[src/protoPkg.sv]
package protoPkg;

    // error codes reported per word port, errNone while the host behaves
    typedef enum logic [2:0] {
        errNone,
        errReadDropped,
        errWriteDropped,
        errAddrChanged,
        errBothAsserted,
        errDataChanged
    } protoErrT;

    // word adaptor FSM
    typedef enum logic [2:0] {
        idle,
        lineRead,
        lineWrite,
        respond,
        // finishing a line transaction after a host violation
        drain
    } adaptStateT;

endpackage

[src/memPkg.sv]
package memPkg;

    // byte address as seen by both word ports and the line bus
    typedef logic [31:0] addrT;

    // one host word and its byte enables
    typedef logic [31:0] wordT;
    typedef logic [3:0] maskT;

    // line geometry
    localparam int lineOffsetBits = 5;
    localparam int wordsPerLine = 8;

    // a full line is wordsPerLine words, lowest word at the lowest address
    typedef logic [wordsPerLine*$bits(wordT)-1:0] lineT;

endpackage
[src/lineBus.sv]
`timescale 1ns/1ns

interface lineBus import memPkg::*; ();

    // request side, held steady by the host until it samples resp
    logic read;
    logic write;
    addrT address;
    lineT wdata;

    // one-cycle response pulse, rdata valid alongside it
    logic resp;
    lineT rdata;

    modport host (
        output read,
        output write,
        output address,
        output wdata,
        input resp,
        input rdata
    );

    modport mem (
        input read,
        input write,
        input address,
        input wdata,
        output resp,
        output rdata
    );

endinterface

[src/wordAdaptor.sv]
`timescale 1ns/1ns

module wordAdaptor import memPkg::*, protoPkg::*; (
    input logic clk,
    input logic rst,
    input logic read,
    input logic write,
    input addrT address,
    input wordT wdata,
    input maskT mask,
    output logic resp,
    output wordT rdata,
    output protoErrT error,
    lineBus.host line
);

    localparam int wordBits = $bits(wordT);
    localparam int wordIdxBits = $clog2(wordsPerLine);

    adaptStateT state;
    addrT reqAddr;
    wordT reqWdata;
    maskT reqMask;
    logic reqWrite;
    logic rdReq;
    logic wrReq;
    lineT lineBuf;
    logic [wordIdxBits-1:0] wordIdx;
    protoErrT violation;
    logic newReq;

    // puts the enabled bytes of one word into a line
    function automatic lineT mergeWord(lineT old, wordT data, maskT m,
                                       logic [wordIdxBits-1:0] idx);
        lineT merged;
        merged = old;
        for (int b = 0; b < $bits(maskT); b++) begin
            if (m[b]) begin
                merged[int'(idx)*wordBits + b*8 +: 8] = data[b*8 +: 8];
            end
        end
        return merged;
    endfunction

    assign wordIdx = reqAddr[2 +: wordIdxBits];
    assign newReq = (state == idle) && (read || write);

    // line requests always go out line aligned
    assign line.read = rdReq;
    assign line.write = wrReq;
    assign line.address = {reqAddr[$bits(addrT)-1:lineOffsetBits], {lineOffsetBits{1'b0}}};
    assign line.wdata = lineBuf;

    // host signals against the request latched at the start
    always_comb begin
        violation = errNone;
        if (read && write) begin
            violation = errBothAsserted;
        end else if (reqWrite && !write) begin
            violation = errWriteDropped;
        end else if (!reqWrite && !read) begin
            violation = errReadDropped;
        end else if (address != reqAddr) begin
            violation = errAddrChanged;
        end else if (reqWrite && (wdata != reqWdata || mask != reqMask)) begin
            violation = errDataChanged;
        end
    end

    always_ff @(posedge clk) begin
        if (rst) begin
            state <= idle;
            reqWrite <= 1'b0;
            rdReq <= 1'b0;
            wrReq <= 1'b0;
            resp <= 1'b0;
            error <= errNone;
        end else begin
            resp <= 1'b0;
            // a line strobe drops right after its resp, in any state
            if (line.resp) begin
                rdReq <= 1'b0;
                wrReq <= 1'b0;
            end
            case (state)
                idle: begin
                    if (read && write) begin
                        error <= errBothAsserted;
                        state <= drain;
                    end else if (read || write) begin
                        reqWrite <= write;
                        rdReq <= 1'b1;
                        state <= lineRead;
                    end
                end
                lineRead, lineWrite: begin
                    // the newest violation overwrites an older code
                    if (violation != errNone) begin
                        error <= violation;
                        state <= drain;
                    end else if (line.resp) begin
                        if (state == lineRead && reqWrite) begin
                            wrReq <= 1'b1;
                            state <= lineWrite;
                        end else begin
                            resp <= 1'b1;
                            state <= respond;
                        end
                    end
                end
                respond: state <= idle;
                drain: begin
                    if (!rdReq && !wrReq && !read && !write) begin
                        state <= idle;
                    end
                end
                default: state <= idle;
            endcase
        end
    end

    // note that a violation seen once the line write is out cannot stop that write
    always_ff @(posedge clk) begin
        if (newReq) begin
            reqAddr <= address;
            reqWdata <= wdata;
            reqMask <= mask;
        end
        if (state == lineRead && line.resp) begin
            rdata <= line.rdata[int'(wordIdx)*wordBits +: wordBits];
            lineBuf <= mergeWord(line.rdata, reqWdata, reqMask, wordIdx);
        end
    end

endmodule

[src/flat_wrapper.sv]
// flat-port wrapper written by rule: the top's interface ports become plain ports
module wordAdaptor_flat import memPkg::*, protoPkg::*;
  (clk, rst, read, write, address, wdata, mask, resp, rdata, error, line_read, line_write, line_address, line_wdata, line_resp, line_rdata);
  lineBus line_i ();
  input logic clk;
  input logic rst;
  input logic read;
  input logic write;
  input addrT address;
  input wordT wdata;
  input maskT mask;
  output logic resp;
  output wordT rdata;
  output protoErrT error;
  output wire logic [$bits(line_i.read)-1:0] line_read;
  output wire logic [$bits(line_i.write)-1:0] line_write;
  output wire logic [$bits(line_i.address)-1:0] line_address;
  output wire logic [$bits(line_i.wdata)-1:0] line_wdata;
  input wire logic [$bits(line_i.resp)-1:0] line_resp;
  input wire logic [$bits(line_i.rdata)-1:0] line_rdata;
  assign line_read = line_i.read;
  assign line_write = line_i.write;
  assign line_address = line_i.address;
  assign line_wdata = line_i.wdata;
  assign line_i.resp = line_resp;
  assign line_i.rdata = line_rdata;
  wordAdaptor u_core (.clk(clk), .rst(rst), .read(read), .write(write), .address(address), .wdata(wdata), .mask(mask), .resp(resp), .rdata(rdata), .error(error), .line(line_i));
endmodule
[config.mk]
export PLATFORM = sky130hd
export DESIGN_NAME = wordAdaptor_flat
export DESIGN_NICKNAME = d
export VERILOG_FILES = /design/src/protoPkg.sv /design/src/memPkg.sv /design/src/lineBus.sv /design/src/wordAdaptor.sv /design/src/flat_wrapper.sv
export SDC_FILE = /design/constraint.sdc
export NUM_CORES = 1
export LEC_CHECK = 0
export ABC_AREA = 0
export BUFFER_PORTS_ARGS = -buffer_cell sky130_fd_sc_hd__buf_4
export CORE_AREA = 2 2 252 254
export DETAILED_ROUTE_END_ITERATION = 6
export DIE_AREA = 0 0 254 256
export PLACE_DENSITY_LB_ADDON = 0.08
export SYNTH_ARGS = -nofsm -noshare
export SYNTH_HDL_FRONTEND = slang
export SYNTH_SLANG_ARGS = --single-unit
export TNS_END_PERCENT = 10
[constraint.sdc]
create_clock -name clk -period 8 [get_ports clk]
set_clock_uncertainty 0.15 [all_clocks]
set_input_delay 0.8 -clock clk [delete_from_list [all_inputs] [get_ports clk]]
set_output_delay 0.8 -clock clk [all_outputs]
set_load 0.03 [all_outputs]
[Word-level counts from Yosys, hierarchy flattened]
Cells that the tools add are included.
Operators by class
  add/subtract/negate cells: 7
  multiply operators: 0
  divide/modulo/power cells: 0
  magnitude comparators: 0
  eq/ne operators: 11
  shift operators: 9
  multiplexer cells: 36
  bitwise logic cells: 3
  reductions and logical operators: 25
Operator list (number)
  256-bit 2-to-1 mux: 7
  256-bit bitwise mux: 4
  8-bit by 33-bit variable shift with 256-bit output, first input constant: 4
  8-bit by 33-bit variable part select with 256-bit output: 4
  256-bit by 9-bit variable part select with 32-bit output: 1
  32-bit negation with 33-bit output: 3
  32-bit != test: 2
  3-bit 2-to-1 mux: 12
  8-bit negation with 33-bit output: 1
  8-bit by 5-bit adder with 9-bit output, second input constant: 2
  1-bit 2-to-1 mux: 11
  1-bit logical AND: 10
  8-bit by 4-bit adder with 9-bit output, second input constant: 1
  3-bit one-hot mux with 3 select lines: 1
  3-bit AND reduction: 3
  3-bit one-hot mux with 2 select lines: 1
  1-bit logical NOT: 5
  2-bit by 1-bit != test with 1-bit output, second input constant: 2
  4-bit != test: 1
  4-bit OR reduction: 1
  3-bit by 1-bit equality test with 1-bit output, second input constant: 1
  3-bit by 2-bit equality test with 1-bit output, second input constant: 1
  3-bit equality test, second input constant: 1
  3-bit logical NOT: 1
  other kinds (8): 11
Word-level totals
  register bits: 366
  bits in latches: 0
  memory bits (writable): 0
  bits in read-only memories: 0
  input port bits: 329
  output and inout bits: 326
  word-level logic and storage cells: 102
  memories: 0

[Depth between registers and ports, before layout]
  depth after elaboration: 13
  gate-level depth with buffers: 9
  depth with buffers taken out: 7

[Worst setup path after synthesis]
Ideal clock, no wire load.
  path type: input to register
  start point: input read
  end point: register u_core.reqAddr[0], enable pin
  library setup time: 0.665 ns
  arrival time: 7.569 ns
  data required time: 7.185 ns
  setup slack: -0.384 ns
  cell stages on the path: 3
  buffers on the path: 0
  cell sequence: inv_1 -> ha_1 -> nor4_1
Between the ends
  longest elaborated chain between the ends: 2
RTL lines
  from (decl): line flat_wrapper.sv:7  | input logic read;
  1-bit logical OR: line wordAdaptor.sv:46  | assign newReq = (state == idle) && (read || write);
  1-bit logical AND: line wordAdaptor.sv:46
  via u_core.newReq: line wordAdaptor.sv:30  | logic newReq;
  to (signal assigned): line wordAdaptor.sv:125  | reqAddr <= address;
  to (decl): line wordAdaptor.sv:21  | addrT reqAddr;
The timed path passes the listed nets, and every way through them passes these cells.
A chain may end at the register's enable or synchronous reset.

[Worst setup path after layout]
  start point: register u_core.reqAddr[4]
  end point: register u_core.lineBuf[131] (netlist: u_core.line.wdata[131]), data pin
Between the ends
  longest elaborated chain between the ends: 13
  elaborated cells between the ends (all ways): 26
  classes of those cells: add/sub (7); shift (8); mux (11)
RTL lines
  parallel branches: the longest is 12 deep, another holds 32-bit negation with 33-bit output
  256-bit 2-to-1 mux (*): line wordAdaptor.sv:38  | if (m[b]) begin
  to (signal assigned): line wordAdaptor.sv:131  | lineBuf <= mergeWord(line.rdata, reqWdata, reqMask, wordIdx);
  to (decl): line wordAdaptor.sv:27  | lineT lineBuf;
Every way passes the cells marked *. The select of a mux whose other input is x is not followed.

==> results.cfg <==
[synth]
synth_area_mm2 = 0.0175
syn_avg_cell_area_um2 = 12.9
synthTopCellsByCount = nand2_1, edfxtp_1, o21ai_0, xor2_1, mux4_2
async_flop_share = 0
synth.distinct_cells = 50
yosysMostFrequentCell = nand2_1
yosysTopAreaCell = edfxtp_1
synthCells = 1358
synth_seq_cells = 366
ys.flop_type = edfxtp_1
yosys-top-cells-area = edfxtp_1, mux4_2, nand2_1, o21ai_0, mux2_2
synth_edf_count = 356
yosysWarnings = 0
yosys.area.top_type_share = 0.611
yosysSeqAreaShare = 0.622

[timing]
finalMaxSlewViolations = 0
worst_slew_pin_slew_ps = 1190
fmaxAchievable_mhz = 255
rsz0062_at_grt = false
setup_violations = 0
finalHoldViolCount = 0
post-route-period-util = 0.491
setup_tns_ps = 0
min_period_ps = 3930
max_slew_margin = 0.207

[clock_tree]
clkSinkCount = 366
ctsRootBufferMaster = clkbuf_16
clk_pin_slew_ps = 70
cts_buffer_depth = 3
postCtsHoldBufs = 0
numCtsBuffers = 46
cts_tree = built
clk_latency_ps = 590
cts_setup_buffers = 0
h-tree-depth = 2
post_cts_resize_count = 0

[worst_setup_path]
end_kind = register
cp_common_cell = buf_4
r2r_end = u_core.line.wdata[131]
r2r.worst_path.cells = 8
path_cells = buf_4, inv_2, buf_4, ha_1, nor2_1, o211ai_1, nor2_2, mux2_2
cpMaxStageDelayCell = buf_4
required_ps = 8170
crit_fanout = 50
cp_top_family = buffers and inverters
critical_path_class = register to register
path_buf_inv = 3
cp.arrival_ps = 4100
slowest_delay_ps = 710
worstReg2RegStart = u_core.reqAddr[4]
regToRegSetupSlack_ps = 4070
startpoint_type = register

[floorplan]
dieArea_mm2 = 0.0650
die_y_um = 256
initial_core_util = 0.281
num_rows = 92
dieWidth_um = 254
core-area_mm2 = 0.0624
ios = 655

[placement]
place_congestion = 0.842
hpwlAfterDp_um = 57300
dpl.cell_count = 2782
portBuffers = 649
placed_cell_area_mm2 = 0.0231

[route]
drcViolationCount = 0
via_count = 13900
wl_met2_um = 38200
met1Wirelength_um = 29800
drt_iter0_markers = 960
wl_per_cell_um = 26.6
viasPerCell = 4.83
wirelength_um = 76500
drt-pass1-iter-count = 4
wl_met3_um = 6420
ant_nets = 0
highest-signal-layer = met5

[finish]
drive_gt1_frac = 0.428
final_cells = 2875
fin_nets = 2321
fin_util = 0.394
final_area_mm2 = 0.0246
syn_to_final_growth_pct = 40.5

[grt]
track_usage = 0.229
grt.overflow.total = 0
grt_pass1_vias = 14100
grt_max_degree = 71
antenna_found_initial = 9
grt_first_pass_wirelength_um = 106000

[job]
cap_violations = 0

[pwr]
power_uw = 6080
ir_worst_vdd_uv = 158
leakagePower_uw = 0.00982
power_density_mw_per_mm2 = 247

[hold_path]
worstHoldPathCells = 1
hold_path_class = input port to register
hp-start = wdata[26]
hold_path_end = u_core.reqWdata[26]

[outcome]
status = completed
-- state kept, by name (all words and copies together) (netlist names), named ones only --
name	count
u_core.state	3
u_core.reqMask	4
u_core.reqWdata	32
u_core.error	3
u_core.line.wdata	256
u_core.line.read	1
u_core.reqWrite	1
u_core.resp	1
u_core.rdata	32
u_core.reqAddr	32
-- power breakdown --
part	switching, µW	internal [µW]	total [µW]	leakage, µW
registers	152	2370	2520	0.00337
clock network	849	1180	2030	0.000690
logic	966	560	1530	0.00575
-- layout by cell type, fill, tap and decap left out, drive strengths merged, types with 18 or more instances in the layout --
master and instances:
clkinv 18, mux4 64, nand2 382, buf 665, clkbuf 64, nor2 23
xor2 68, mux2 64, a22o 24, o21ai 172, edfxtp 356, nor4 19
-- routing by layer --
metal / global-route usage / vias up
met1: 0.276 / 6898
met2: 0.396 / 631
li1: - / 6257
met3: 0.0653 / 99
met5: 0 / -
met4: 0.0660 / 2
-- cell type report --
class                           instances  area [µm²]
Fill cell                            6126       37800
Multi-Input combinational cell        894        6160
Tap cell                              846        1060
Timing Repair Buffer                  665        4990
Sequential cell                       366       10900
Antenna cell                            8        20.0
Clock inverter                         21         149
Clock buffer                           64        1280
Inverter                               11        41.3
-- worst max path at each step --
stage	end	slack, ps	start	depth (start not counted)
6_report	u_core.line.wdata[131]	4070	u_core.reqAddr[4]	8
5_1_grt	u_core.line.wdata[194]	3870	u_core.reqAddr[4]	8
4_1_cts	u_core.line.wdata[194]	4090	u_core.reqAddr[4]	8
3_5_place_dp	u_core.line.wdata[129]	4100	u_core.reqAddr[4]	8
3_3_place_gp	u_core.line.wdata[194]	4200	u_core.reqAddr[4]	8
2_1_floorplan	u_core.line.wdata[0]	-240	line_resp	1
-- kinds of logic (layout without fill, tap and decap cells) --
group | Yosys count | in the layout | synth area share
AOI/OAI and AO/OA | 217 | 217 | 0.0720
xor gates and xnor gates | 68 | 68 | 0.0340
adders and majority gates | 8 | 8 | 0.00572
buffers and inverters | 102 | 761 | 0.0299
DFF | 366 | 366 | 0.622
muxes | 128 | 128 | 0.123
other | 1 | 13 | 0.000214
and+or+nand+nor | 468 | 468 | 0.113
-- metrics by stage --
step	hold WS, ps	setup slack (ps)
2_1_floorplan	407	-240
4_1_cts	221	4090
3_3_place_gp	326	4200
5_1_grt	227	3870
3_5_place_dp	328	4100
6_report	253	4070
No activity file was read; power rests on OpenSTA's default activity.
