--- config.mk ---
export PLATFORM = sky130hd
export DESIGN_NAME = lineArbiter_flat
export DESIGN_NICKNAME = d
export VERILOG_FILES = /design/src/memPkg.sv /design/src/lineBus.sv /design/src/lineArbiter.sv /design/src/flat_wrapper.sv
export SDC_FILE = /design/constraint.sdc
export NUM_CORES = 1
export LEC_CHECK = 0
export BUFFER_PORTS_ARGS = -buffer_cell sky130_fd_sc_hd__buf_2
export CORE_AREA = 10 10 623 625
export DETAILED_ROUTE_END_ITERATION = 10
export DIE_AREA = 0 0 633 635
export PLACE_DENSITY = 0.3
export SYNTH_ARGS = -nofsm -noshare
export SYNTH_HDL_FRONTEND = slang
export SYNTH_SLANG_ARGS = --single-unit
--- constraint.sdc ---
create_clock -name clk -period 3.1 [get_ports clk]
set_input_delay 0.465 -clock clk [delete_from_list [all_inputs] [get_ports clk]]
set_output_delay 0.465 -clock clk [all_outputs]
set_load 0.01 [all_outputs]
--- src/memPkg.sv ---
package memPkg;

    // byte address as seen by both word ports and the line bus
    typedef logic [31:0] addrT;

    // one host word and its byte enables
    typedef logic [31:0] wordT;
    typedef logic [3:0] maskT;

    // line geometry
    localparam int lineOffsetBits = 5;
    localparam int wordsPerLine = 8;

    // a full line is wordsPerLine words, lowest word at the lowest address
    typedef logic [wordsPerLine*$bits(wordT)-1:0] lineT;

endpackage
--- src/lineBus.sv ---
`timescale 1ns/1ns

interface lineBus import memPkg::*; ();

    // request side, held steady by the host until it samples resp
    logic read;
    logic write;
    addrT address;
    lineT wdata;

    // one-cycle response pulse, rdata valid alongside it
    logic resp;
    lineT rdata;

    modport host (
        output read,
        output write,
        output address,
        output wdata,
        input resp,
        input rdata
    );

    modport mem (
        input read,
        input write,
        input address,
        input wdata,
        output resp,
        output rdata
    );

endinterface

--- src/lineArbiter.sv ---
`timescale 1ns/1ns

module lineArbiter (
    input logic clk,
    input logic rst,
    lineBus.mem dataHost,
    lineBus.mem instHost,
    lineBus.host mem
);

    logic locked;
    logic grantData;
    logic dataReq;
    logic instReq;
    logic selData;

    assign dataReq = dataHost.read || dataHost.write;
    assign instReq = instHost.read || instHost.write;

    // data wins a fresh grant, a locked grant stays with its owner
    assign selData = locked ? grantData : dataReq;

    assign mem.read = selData ? dataHost.read : instHost.read;
    assign mem.write = selData ? dataHost.write : instHost.write;
    assign mem.address = selData ? dataHost.address : instHost.address;
    assign mem.wdata = selData ? dataHost.wdata : instHost.wdata;

    // resp only reaches the owner; rdata can go to both
    assign dataHost.resp = mem.resp && selData;
    assign instHost.resp = mem.resp && !selData;
    assign dataHost.rdata = mem.rdata;
    assign instHost.rdata = mem.rdata;

    // lock on the first edge a request passes through, so the owner
    // cannot change while the memory is still working on it
    always_ff @(posedge clk) begin
        if (rst) begin
            locked <= 1'b0;
            grantData <= 1'b0;
        end else if (locked) begin
            if (mem.resp) begin
                locked <= 1'b0;
            end
        end else if (dataReq || instReq) begin
            locked <= 1'b1;
            grantData <= dataReq;
        end
    end

endmodule

--- src/flat_wrapper.sv ---
// flat-port wrapper written by rule: the top's interface ports become plain ports
module lineArbiter_flat 
  (clk, rst, dataHost_read, dataHost_write, dataHost_address, dataHost_wdata, dataHost_resp, dataHost_rdata, instHost_read, instHost_write, instHost_address, instHost_wdata, instHost_resp, instHost_rdata, mem_read, mem_write, mem_address, mem_wdata, mem_resp, mem_rdata);
  lineBus dataHost_i ();
  lineBus instHost_i ();
  lineBus mem_i ();
  input logic clk;
  input logic rst;
  input wire logic [$bits(dataHost_i.read)-1:0] dataHost_read;
  input wire logic [$bits(dataHost_i.write)-1:0] dataHost_write;
  input wire logic [$bits(dataHost_i.address)-1:0] dataHost_address;
  input wire logic [$bits(dataHost_i.wdata)-1:0] dataHost_wdata;
  output wire logic [$bits(dataHost_i.resp)-1:0] dataHost_resp;
  output wire logic [$bits(dataHost_i.rdata)-1:0] dataHost_rdata;
  input wire logic [$bits(instHost_i.read)-1:0] instHost_read;
  input wire logic [$bits(instHost_i.write)-1:0] instHost_write;
  input wire logic [$bits(instHost_i.address)-1:0] instHost_address;
  input wire logic [$bits(instHost_i.wdata)-1:0] instHost_wdata;
  output wire logic [$bits(instHost_i.resp)-1:0] instHost_resp;
  output wire logic [$bits(instHost_i.rdata)-1:0] instHost_rdata;
  output wire logic [$bits(mem_i.read)-1:0] mem_read;
  output wire logic [$bits(mem_i.write)-1:0] mem_write;
  output wire logic [$bits(mem_i.address)-1:0] mem_address;
  output wire logic [$bits(mem_i.wdata)-1:0] mem_wdata;
  input wire logic [$bits(mem_i.resp)-1:0] mem_resp;
  input wire logic [$bits(mem_i.rdata)-1:0] mem_rdata;
  assign dataHost_i.read = dataHost_read;
  assign dataHost_i.write = dataHost_write;
  assign dataHost_i.address = dataHost_address;
  assign dataHost_i.wdata = dataHost_wdata;
  assign dataHost_resp = dataHost_i.resp;
  assign dataHost_rdata = dataHost_i.rdata;
  assign instHost_i.read = instHost_read;
  assign instHost_i.write = instHost_write;
  assign instHost_i.address = instHost_address;
  assign instHost_i.wdata = instHost_wdata;
  assign instHost_resp = instHost_i.resp;
  assign instHost_rdata = instHost_i.rdata;
  assign mem_read = mem_i.read;
  assign mem_write = mem_i.write;
  assign mem_address = mem_i.address;
  assign mem_wdata = mem_i.wdata;
  assign mem_i.resp = mem_resp;
  assign mem_i.rdata = mem_rdata;
  lineArbiter u_core (.clk(clk), .rst(rst), .dataHost(dataHost_i), .instHost(instHost_i), .mem(mem_i));
endmodule
Word-level counts from Yosys, hierarchy flattened
Cells that the tools add are included.

storage, ports and cells
  register bits = 2
  output and inout bits = 804

cells by class
  multiplexer cells = 8
  bitwise logic cells = 1
  reduce and logical (&&, ||, !) cells = 7

operator list
  operator           count
  $mux 256           1
  $mux 32            1
  $mux 1             6
  $logic_or 1x1->1   3
  $logic_and 1x1->1  2
  $reduce_and 2->1   1
  $logic_not 1->1    1
  $not 1->1          1

Logic depth before layout (Yosys ltp)
Gate-level depths: netlist of the first run.

  depth in word-level cells = 4
  mapped depth = 6

Worst setup path after synthesis of the first run
Ideal clock, no wire load.

  path type = input-to-output
  start point = input port dataHost_write
  end point = output port mem_address[22]
  data arrival time = 1.690 ns
  required time = 2.635 ns
  setup slack = 0.945 ns
  stages on the path = 6
  buffers on the path = 3
  path through = or3_1 -> buf_2 -> nand2_8 -> buf_6 -> buf_6 -> mux2_1

on the way
  cells in the longest elaborated chain, start to end = 3

RTL lines
  what              line                text
  start, declared   flat_wrapper.sv:10  input wire logic [$bits(dataHost_i.write)-1:0] dataHost_write;
  $logic_or 1x1->1  lineArbiter.sv:17   assign dataReq = dataHost.read || dataHost.write;
  $mux 1            lineArbiter.sv:21   assign selData = locked ? grantData : dataReq;
  $mux 32           lineArbiter.sv:25   assign mem.address = selData ? dataHost.address : instHost.address;
  end, declared     flat_wrapper.sv:23  output wire logic [$bits(mem_i.address)-1:0] mem_address;

No other way between the ends.

Worst setup path in the final report of the first run
  start point = register u_core.locked
  end point = output port mem_wdata[127]

on the way
  cells in the longest elaborated chain, start to end = 2

RTL lines
  what                    line                text
  start, declared         lineArbiter.sv:11   logic locked;
  start signal, assigned  lineArbiter.sv:38   locked <= 1'b0;
  start signal, assigned  lineArbiter.sv:42   locked <= 1'b0;
  start signal, assigned  lineArbiter.sv:45   locked <= 1'b1;
  $mux 1                  lineArbiter.sv:21
  $mux 256                lineArbiter.sv:26   assign mem.wdata = selData ? dataHost.wdata : instHost.wdata;
  end, declared           flat_wrapper.sv:24  output wire logic [$bits(mem_i.wdata)-1:0] mem_wdata;

No other way between the ends.

==> impl_results.md, run 1 <==
* Final Setup Violations at 0
* CTS Buf Count at 3
* CTS tree: built
* Worst EP required at 2.63 ns
* Sw Ratio at 0.595
* CP Capture Type: output pin
* DRT Pass-1 Iters at 7
* YS warnings at 0
* Largest net degree at the start of global routing at 36
* Area added between synthesis and finish at 79.3%
* Total track usage at 0.127
* RSZ-0062 raised after global routing: no
* R2R depth at 3
* Fraction of layout cells with a size suffix above 1 at 0.979
* Mapped Cells at 855
* Worst hold path type: in -> reg
* Setup Skew at 0.00297 ns
* Initial Util at 0.0227
* Psw at 0.00203 W
* WL/cell at 43.2 um
* Sequential Power Share at 0.009
* Die W at 633 um
* Core Box Area at 375000 um^2
* Die Footprint at 402000 um^2
* Vias per cell at 1.55
* IO buf count at 874
* Drc violations at 0
* Lkg Pwr at 5.62 nW
* PwrDens at 223 nW/um^2
* VDD IR max at 0.000166 V
* Antenna violations before repair at 312
* Slew @ Worst Pin at 0.572 ns
* Reg clk slew, reported paths at 0.03 ns
* Max Cap Viol at 0
* Commonest cells after routing, fill and taps aside: buf_2, mux2_4, mux2_2
* Fin worst setup slack at 0.0909 ns
* WHS Endpoint: u_core.locked$_SDFF_PP0_
* Finished layout cell area at 15300 um^2
* Mean area per synthesized cell at 9.97 um^2
* Critical path arrival at 2.54 ns
* Seq/Total Area, Yosys at 0.00470
* Critical-path maximum fanout at 34
* Register bit total from synthesis at 2
* First-pass GRT wire length at 292 mm
* Min-Delay Startpoint: mem_resp
* Fin util at 0.0408
* Cell Rows at 225
* Clock Power Share at 0.056
* CTS sink cnt at 2
* Worst setup SP type: flop
* Dpl ws at -0.196 ns
* Min Tclk post-route at 3.01 ns
* Combinational group share of total power at 0.935
* Highest Clock Rate at 332 MHz
* R2R Setup Slk at 1.85 ns
* Final WL at 270 mm
* GR Overflow Total at 0
* RR Startpoint: u_core.locked$_SDFF_PP0_
* Setup Crit Path Kind: reg -> out
* Fin. max-slew vios at 0
* Most common cell after layout, fill and taps aside: buf_2
* Vias in the first global route at 9013
* FF-to-FF End: u_core.locked$_SDFF_PP0_
* Vias at 9716
* Nets at 2051
* Endpoints failing hold at 0
* WHS Path Cells at 2
* Synth cell types at 20
* DP Cell Count at 6203
* Syn nets at 1694
* Netlist Area Pre-Place at 8530 um^2
* Final Non-Filler Cells at 6258
* Dpl hpwl at 265 mm
* Slew headroom at 0.619
* Cell internal pwr at 0.00138 W
* Placed inst area at 15100 um^2
* Number of H-tree levels at 1
* Root buffer cell: clkbuf_16
* Status: finished clean
* Clock Path Buffers at 2
* Period utilisation layout at 0.971
* Iter 0 DRT Violations at 598
* Worst-Skew Late Latency at 0.22 ns
* Io pins at 1643
* GP Congestion at 0.860
* ANT nets after route at 0
* Die Ht at 635 um
* Hold_buf cts at 0
-- worst max-delay path by stage --
stage,from,endpoint,slack (ns)
finish,u_core.locked$_SDFF_PP0_,mem_wdata[127],0.09
floorplan,dataHost_write,mem_address[22],0.95
detailed placement,dataHost_write,mem_address[24],-0.20
global route,u_core.locked$_SDFF_PP0_,mem_wdata[115],0.01
CTS,u_core.locked$_SDFF_PP0_,mem_wdata[39],0.04
global placement,dataHost_write,mem_address[24],-0.20
-- synth_stat cells, drive strengths merged --
library cell	instances	share of area
dfxtp	2	0.0047
inv	3	0.0013
o21ai	3	0.0018
a22oi	2	0.0018
nor2	2	0.00088
nand2b	1	0.00073
o21bai	1	0.00088
mux2	288	0.47
nor3	1	0.00059
or3	1	0.00073
a21oi	4	0.0023
buf	544	0.51
nand2	1	0.0023
nor2b	1	0.00073
a211oi	1	0.00088
-- power by group through the flow --
| stage | Sequential (W) | Clock, W | Combinational (W) |
|---|---|---|---|
| after floorplan | 0.0000306 | 0 | 0.00192 |
| after global placement | 0.0000314 | 0 | 0.00335 |
| after detailed placement | 0.0000316 | 0 | 0.00335 |
| after CTS | 0.0000312 | 0.000194 | 0.00336 |
| after global routing | 0.0000320 | 0.000197 | 0.00343 |
| final | 0.0000314 | 0.000191 | 0.00319 |
-- per-layer routing --
metal / part of all wire / up-vias / wire length, um / track usage
met2: 0.41 / 1831 / 111000 / 0.192
met3: 0.25 / 610 / 68100 / 0.150
li1: - / 3110 / - / -
met1: 0.31 / 4023 / 84800 / 0.116
met4: 0.019 / 142 / 5050 / 0.00872
met5: 0.0041 / - / 1120 / 0.00355
-- flip-flops by register name, summed over array words and instances, names as in the netlist --
name / count
u_core.locked: 1
u_core.grantData: 1
-- cells by family (layout without fill, tap and decap cells) --
kind of cell | after synthesis | after routing | synth area share
mux | 288 | 288 | 0.468
compound gates | 11 | 11 | 0.00763
simple gates | 7 | 7 | 0.00602
buf+inv | 547 | 902 | 0.513
flops | 2 | 2 | 0.00470
other cells | 0 | 54 | 0
-- area by class of cell --
class	count	area (um^2)
sequential	2	40.0
clock buffer	3	75.1
timing repair buffer	896	4670
multi-input combinational	306	4110
fill	44800	360000
antenna	54	135
tap	4994	6250
inverter	3	11.3
-- worst max-delay path, stage by stage, from the launching register on --
cell and delay (ns):
dfxtp_1 0.36, or3_1 0.51, nand2_8 0.12, buf_12 0.23
buf_12 0.28, buf_4 0.25, mux2_4 0.30, buf_2 0.15
-- repair_timing --
action	in CTS	in global routing
setup buffers	0	0
resized for setup	6	0
pin swaps	0	0
endpoints found under the setup margin	8	5
endpoints found under the hold margin	0	0
-- metrics by stage --
step                TNS, ns  hold slack, ns  power (W)
global route              0           0.469    0.00366
finish                    0           0.464    0.00341
global placement      -1.30           0.513    0.00338
floorplan                 0           0.478    0.00195
CTS                       0           0.463    0.00358
detailed placement    -1.20           0.525    0.00338
No activity file was read; power rests on OpenSTA's default activity.
==> run 2, diff against run 1 <==
--- a/config.mk
+++ b/config.mk
@@ -6,9 +6,10 @@
 export NUM_CORES = 1
 export LEC_CHECK = 0
 export BUFFER_PORTS_ARGS = -buffer_cell sky130_fd_sc_hd__buf_2
-export CORE_AREA = 10 10 623 625
+export CORE_AREA = 10 10 626 628
+export CTS_BUF_LIST = sky130_fd_sc_hd__clkbuf_4 sky130_fd_sc_hd__clkbuf_8 sky130_fd_sc_hd__clkbuf_16
 export DETAILED_ROUTE_END_ITERATION = 10
-export DIE_AREA = 0 0 633 635
+export DIE_AREA = 0 0 636 638
 export PLACE_DENSITY = 0.3
 export SYNTH_ARGS = -nofsm -noshare
 export SYNTH_HDL_FRONTEND = slang
==> constraint.sdc (replaced) <==
create_clock -name clk -period 2.6 [get_ports clk]
set_input_delay 0.39 -clock clk [delete_from_list [all_inputs] [get_ports clk]]
set_output_delay 0.39 -clock clk [all_outputs]
set_load 0.01 [all_outputs]
==> run 2 against run 1 <==
  * Worst setup slack got worse by 0.051 ns
  * Sequential share of layout area hardly changed
  * Non-clock buffer count is 22 higher
  * Utilization rose by 0.11 points
  * Final area grew 3.6%
  * Flip-flop and latch count unchanged
  * Cell count grew 0.91%
  * Clock skew shrank 0.0013 ns
  * Routed wire length increased by 3.8%
  * Clock power up 26%
  * Critical path type is now in -> out
  * Largest power group unchanged
==> impl_results.md, run 2 (synthesis gave the netlist of run 1 again) <==
* RSZ-0062 raised after global routing: yes
* Vias at 9979
* Root buffer cell: clkbuf_16
* CP Capture Type: output pin
* Iter 0 DRT Violations at 511
* Dpl hpwl at 274 mm
* Highest Clock Rate at 391 MHz
* Nets at 2073
* Cell Rows at 226
* Critical-path maximum fanout at 7
* Number of H-tree levels at 1
* CTS sink cnt at 2
* Worst setup SP type: input port
* Slew @ Worst Pin at 0.494 ns
* VDD IR max at 0.000142 V
* Worst-Skew Late Latency at 0.23 ns
* Worst EP required at 2.21 ns
* Worst hold path type: in -> reg
* Final WL at 281 mm
* Setup Crit Path Kind: in -> out
* R2R depth at 3
* Lkg Pwr at 5.85 nW
* Hold_buf cts at 0
* CP top delay family: buffers and inverters
* Min Tclk post-route at 2.56 ns
* Critical path arrival at 2.17 ns
* Pwr Total at 0.00415 W
* Max Cap Viol at 0
* GR Layer Usage met2 at 0.195
* Die Footprint at 406000 um^2
* WL/cell at 44.5 um
* Reg clk slew, reported paths at 0.03 ns
* Worst setup path endpoint: mem_wdata[185]
* Final Setup Violations at 0
* Total track usage at 0.131
* Hold Slack at 0.391 ns
* DP Cell Count at 6238
* PwrDens at 262 nW/um^2
* Die W at 636 um
* Slew headroom at 0.667
* CTS tree: built
* ANT nets after route at 0
* GP Congestion at 0.836
* Filler cells at 45100
* Largest net degree at the start of global routing at 42
* Clock Path Buffers at 2
* CTS Buf Count at 3
* Antenna violations before repair at 375
* Initial Util at 0.0225
* Critical path buffers and inverters at 4
* Fin util at 0.0419
* IO buf count at 874
* Crit-path max cell delay at 0.42 ns
* Core Box Area at 378000 um^2
* Die Ht at 638 um
* FF-to-FF End: u_core.locked$_SDFF_PP0_
* GRT busiest layer: met2
* Endpoints failing hold at 0
* Period utilisation layout at 0.984
* R2R Setup Slk at 1.52 ns
* GR Overflow Total at 0
* CP cell instances: buf_2, or3_4, nand2_8, buf_4, buf_4, mux2_4, buf_2
* Fraction of layout cells with a size suffix above 1 at 0.976
* First-pass GRT wire length at 304 mm
* RR Startpoint: u_core.locked$_SDFF_PP0_
* Setup crit start: dataHost_read
* Fin. max-slew vios at 0
* Most common cell after layout, fill and taps aside: buf_2
* Io pins at 1643
* CP max-delay cell: or3_4
* Commonest cells after routing, fill and taps aside: buf_2, mux2_4, mux2_2
* Top Registers: u_core.grantData (1), u_core.locked (1)
* GR Layer Usage met1 at 0.124
* Vias per cell at 1.58
* Vias in the first global route at 9243
* Met3 Usage GRT at 0.152
* Drc violations at 0
* Critical Path Stages at 7
* Area added between synthesis and finish at 85.8%
* DRT Pass-1 Iters at 5
* Final Non-Filler Cells at 6315
* Setup Skew at 0.00164 ns
* Status: finished clean
## run 2: cell count changes in the layout (fill, tap and decap cells not counted), moves of 6 or more
cell	previous run	this run
buf_6	0	13
mux2_1	3	9
buf_4	14	36
buf_12	10	16
buf_2	872	845
mux2_2	85	79
diode_2	54	67
## run 2: metal layers
metal | up-vias | routed length, um
li1 | 3170 | -
met1 | 4114 | 90100
met2 | 1900 | 113000
met3 | 643 | 70400
met4 | 152 | 5830
met5 | - | 1100
## run 2: layout make-up
| type | count | area (um^2) | area share |
|---|---|---|---|
| Timing Repair Buffer | 918 | 5150 | 0.325 |
| Clock buffer | 3 | 75.1 | 0.00474 |
| Inverter | 3 | 11.3 | 0.000711 |
| Sequential cell | 2 | 40.0 | 0.00253 |
| Tap cell | 5016 | 6280 | 0.396 |
| Antenna cell | 67 | 168 | 0.0106 |
| Multi-Input combinational cell | 306 | 4120 | 0.260 |
## run 2: power breakdown
| group | leakage [nW] | switching (W) | internal, W |
|---|---|---|---|
| combinational | 5.79 | 0.00230 | 0.00158 |
| sequential | 0.0168 | 0.00000221 | 0.0000335 |
| clock | 0.0374 | 0.0000445 | 0.000197 |
| total | 5.85 | 0.00234 | 0.00181 |
## run 2: worst min-delay path by stage
stage	start	to	slack (ns)	cells past startpoint
3_3_place_gp	u_core.grantData$_SDFFE_PP0P_	u_core.grantData$_SDFFE_PP0P_	0.52	2
5_1_grt	mem_resp	u_core.locked$_SDFF_PP0_	0.40	2
4_1_cts	mem_resp	u_core.locked$_SDFF_PP0_	0.39	2
2_1_floorplan	rst	u_core.grantData$_SDFFE_PP0P_	0.46	1
3_5_place_dp	u_core.grantData$_SDFFE_PP0P_	u_core.grantData$_SDFFE_PP0P_	0.53	2
6_report	mem_resp	u_core.locked$_SDFF_PP0_	0.39	2
## run 2: per-stage QoR
stage	cell area (um^2)	setup slack [ns]	TNS, ns
5_1_grt	15700	-0.0442	-0.152
3_5_place_dp	15300	-0.266	-6.96
4_1_cts	15700	-0.0303	-0.0851
6_report	15800	0.0404	0
3_3_place_gp	15300	-0.292	-8.36
2_1_floorplan	8530	0.595	0
## run 2: timing repair
action / CTS / global route
hold endpoints to repair: 0 / 0
endpoints found under the setup margin: 189 / 8
gates cloned: 3 / 0
pin swaps: 2 / 0
setup buffers: 5 / 0
resized for setup: 44 / 2
==> run 3, diff against run 2 <==
--- a/config.mk
+++ b/config.mk
@@ -5,11 +5,12 @@
 export SDC_FILE = /design/constraint.sdc
 export NUM_CORES = 1
 export LEC_CHECK = 0
+export ABC_AREA = 1
 export BUFFER_PORTS_ARGS = -buffer_cell sky130_fd_sc_hd__buf_2
-export CORE_AREA = 10 10 626 628
+export CORE_AREA = 10 10 639 641
 export CTS_BUF_LIST = sky130_fd_sc_hd__clkbuf_4 sky130_fd_sc_hd__clkbuf_8 sky130_fd_sc_hd__clkbuf_16
 export DETAILED_ROUTE_END_ITERATION = 10
-export DIE_AREA = 0 0 636 638
+export DIE_AREA = 0 0 649 651
 export PLACE_DENSITY = 0.3
 export SYNTH_ARGS = -nofsm -noshare
 export SYNTH_HDL_FRONTEND = slang
==> constraint.sdc (replaced) <==
create_clock -name clk -period 2.6 [get_ports clk]
set_input_delay 0.26 -clock clk [delete_from_list [all_inputs] [get_ports clk]]
set_output_delay 0.26 -clock clk [all_outputs]
set_load 0.01 [all_outputs]
==> run 3 against run 2 <==
  * Clock-buffer cell count stayed put
  * Total power is 26% higher
  * Routed wire length is 13% higher
  * Synthesized cell count is 72% higher
  * Final area is 3.0% higher
  * Clock power is 2% lower
  * Global-route usage is 1.1 points higher
  * Largest cell class unchanged
  * First-iteration DRC count is 87% higher
  * Worst setup slack better by 0.078 ns
==> impl_results.md, run 3 <==
* Most common cell in the netlist: nand2_1
* GP Congestion at 0.903
* Core Box Area at 395000 um^2
* Worst setup SP type: flop
* Min Tclk post-route at 2.48 ns
* Top Registers: u_core.grantData (1), u_core.locked (1)
* Commonest cells after routing, fill and taps aside: nand2_1, buf_2, buf_12
* Ys async rst share at 0
* Lkg Pwr at 6.78 nW
* Period utilisation layout at 0.954
* Combinational group share of total power at 0.948
* Slew @ Worst Pin at 0.552 ns
* Clock Path Buffers at 2
* CTS sink cnt at 2
* Register bit total from synthesis at 2
* Dpl hpwl at 309 mm
* Die Footprint at 422000 um^2
* Worst hold path type: in -> reg
* Netlist Area Pre-Place at 8030 um^2
* Synth top area cells: buf_4, nand2_1, buf_6
* Initial Util at 0.0203
* Postcts setup bufs at 0
* CP Capture Type: output pin
* Number of H-tree levels at 1
* IO buf count at 874
* Vias in the first global route at 12200
* DP Cell Count at 7028
* Cell Rows at 231
* Final Setup Violations at 0
* Area added between synthesis and finish at 103%
* Nets at 2630
* Antenna violations before repair at 254
* Clock Power Share at 0.045
* Root buffer cell: clkbuf_16
* Slew headroom at 0.632
* First-pass GRT wire length at 347 mm
* Critical-path maximum fanout at 42
* Main flop type after synthesis: dfxtp_1
* Reg clk slew, reported paths at 0.03 ns
* Leading area contributor after synthesis: buf_4
* Syn nets at 2306
* Filler cells at 47300
* Critical path arrival at 2.22 ns
* Most common library cells after synthesis: nand2_1, buf_4, buf_6
* DRT Pass-1 Iters at 7
* YS warnings at 0
* Most common cell after layout, fill and taps aside: nand2_1
* Hold Slack at 0.260 ns
* Seq/Total Area, Yosys at 0.00499
* Area share of the largest cell type after synthesis at 0.479
* Final WL at 317 mm
* Die Ht at 651 um
* Iter 0 DRT Violations at 958
* Status: finished clean
* ANT nets after route at 0
* CTS tree: built
* Finished layout cell area at 16300 um^2
* Synth cell types at 13
* Psw at 0.00338 W
* Number of enable flip-flop cells after synthesis at 0
* Largest net degree at the start of global routing at 90
* GR Overflow Total at 0
* Setup Skew at 0.0000631 ns
* PwrDens at 320 nW/um^2
* Mean area per synthesized cell at 5.47 um^2
* Fin worst setup slack at 0.118 ns
* Drc violations at 0
* Endpoints failing hold at 0
* Max Cap Viol at 0
* CTS Buf Count at 3
* Setup Crit Path Kind: reg -> out
* Sequential Power Share at 0.007
* Fin. max-slew vios at 0
* Total track usage at 0.142
* Fraction of layout cells with a size suffix above 1 at 0.505
* Die W at 649 um
* Placed inst area at 16100 um^2
* Io pins at 1643
* Vias at 12700
* VDD IR max at 0.000128 V
* Dpl ws at 0.123 ns
* Worst EP required at 2.34 ns
* Vias per cell at 1.79
* WL/cell at 44.6 um
* Final Non-Filler Cells at 7104
* Sw Ratio at 0.648
* RSZ-0062 raised after global routing: no
* Cell internal pwr at 0.00184 W
* Worst-Skew Late Latency at 0.22 ns
* Highest Clock Rate at 403 MHz
* Mapped Cells at 1467
* Final TNS setup at 0 ns
[run 3: logic make-up (layout without fill, tap and decap cells)]
| group | Yosys count | count (layout) | synth area share |
|---|---|---|---|
| and+or+nand+nor | 883 | 883 | 0.414 |
| DFF | 2 | 2 | 0.00499 |
| AOI/OAI and AO/OA | 3 | 3 | 0.00234 |
| buffers and inverters | 579 | 901 | 0.579 |
| other | 0 | 73 | 0 |
[run 3: path summary, 6_finish.rpt]
| kind | from | end | slack [ns] | cells after the start |
|---|---|---|---|---|
| hold reg to reg | u_core.grantData$_SDFFE_PP0P_ | u_core.grantData$_SDFFE_PP0P_ | 0.49 | 2 |
| hold / removal | rst | u_core.grantData$_SDFFE_PP0P_ | 0.26 | 2 |
| setup / recovery | u_core.locked$_SDFF_PP0_ | mem_wdata[127] | 0.12 | 7 |
| setup reg to reg | u_core.locked$_SDFF_PP0_ | u_core.grantData$_SDFFE_PP0P_ | 1.61 | 4 |
[run 3: stage by stage]
step,power (W),util
2_1_floorplan,0.00218,-
3_3_place_gp,0.00527,0.0406
3_5_place_dp,0.00520,0.0406
4_1_cts,0.00545,0.0408
5_1_grt,0.00559,0.0411
6_report,0.00522,0.0413
[run 3: per-layer routing]
metal,vias to the layer above,share of wire,wire [um],track usage
met5,-,0.0049,1540,0.0195
met4,133,0.031,9790,0.0311
met1,5370,0.25,77800,0.101
met2,2057,0.45,141000,0.230
li1,4563,-,-,-
met3,595,0.27,86600,0.181
[run 3: timing repair]
item / in CTS / in global routing
resized for setup: 0 / 1
hold endpoints to repair: 0 / 0
setup endpoints to repair: 0 / 1
hold buffers: 0 / 0
[run 3: power by group through the flow]
stage          clock [W]  sequential (W)  combinational [W]
4_1_cts         0.000236       0.0000367            0.00518
5_1_grt         0.000242       0.0000374            0.00531
3_5_place_dp           0       0.0000371            0.00516
6_report        0.000235       0.0000366            0.00495
2_1_floorplan          0       0.0000363            0.00214
3_3_place_gp           0       0.0000377            0.00523
[run 3: cell type report]
cell class,instances,area (um^2),area share
Antenna cell,73,183,0.0112
Clock buffer,3,75.1,0.00460
Inverter,3,11.3,0.000690
Multi-Input combinational cell,886,3370,0.206
Sequential cell,2,40.0,0.00245
Tap cell,5242,6560,0.402
Timing Repair Buffer,895,6080,0.373
[run 3: critical path: stages, from the launching register on]
cell and delay (ns):
dfxtp_1 0.38, nand2_1 0.17, nand2_8 0.21, buf_12 0.22, buf_12 0.24, nand2_1 0.29
nand2_1 0.19, buf_2 0.16
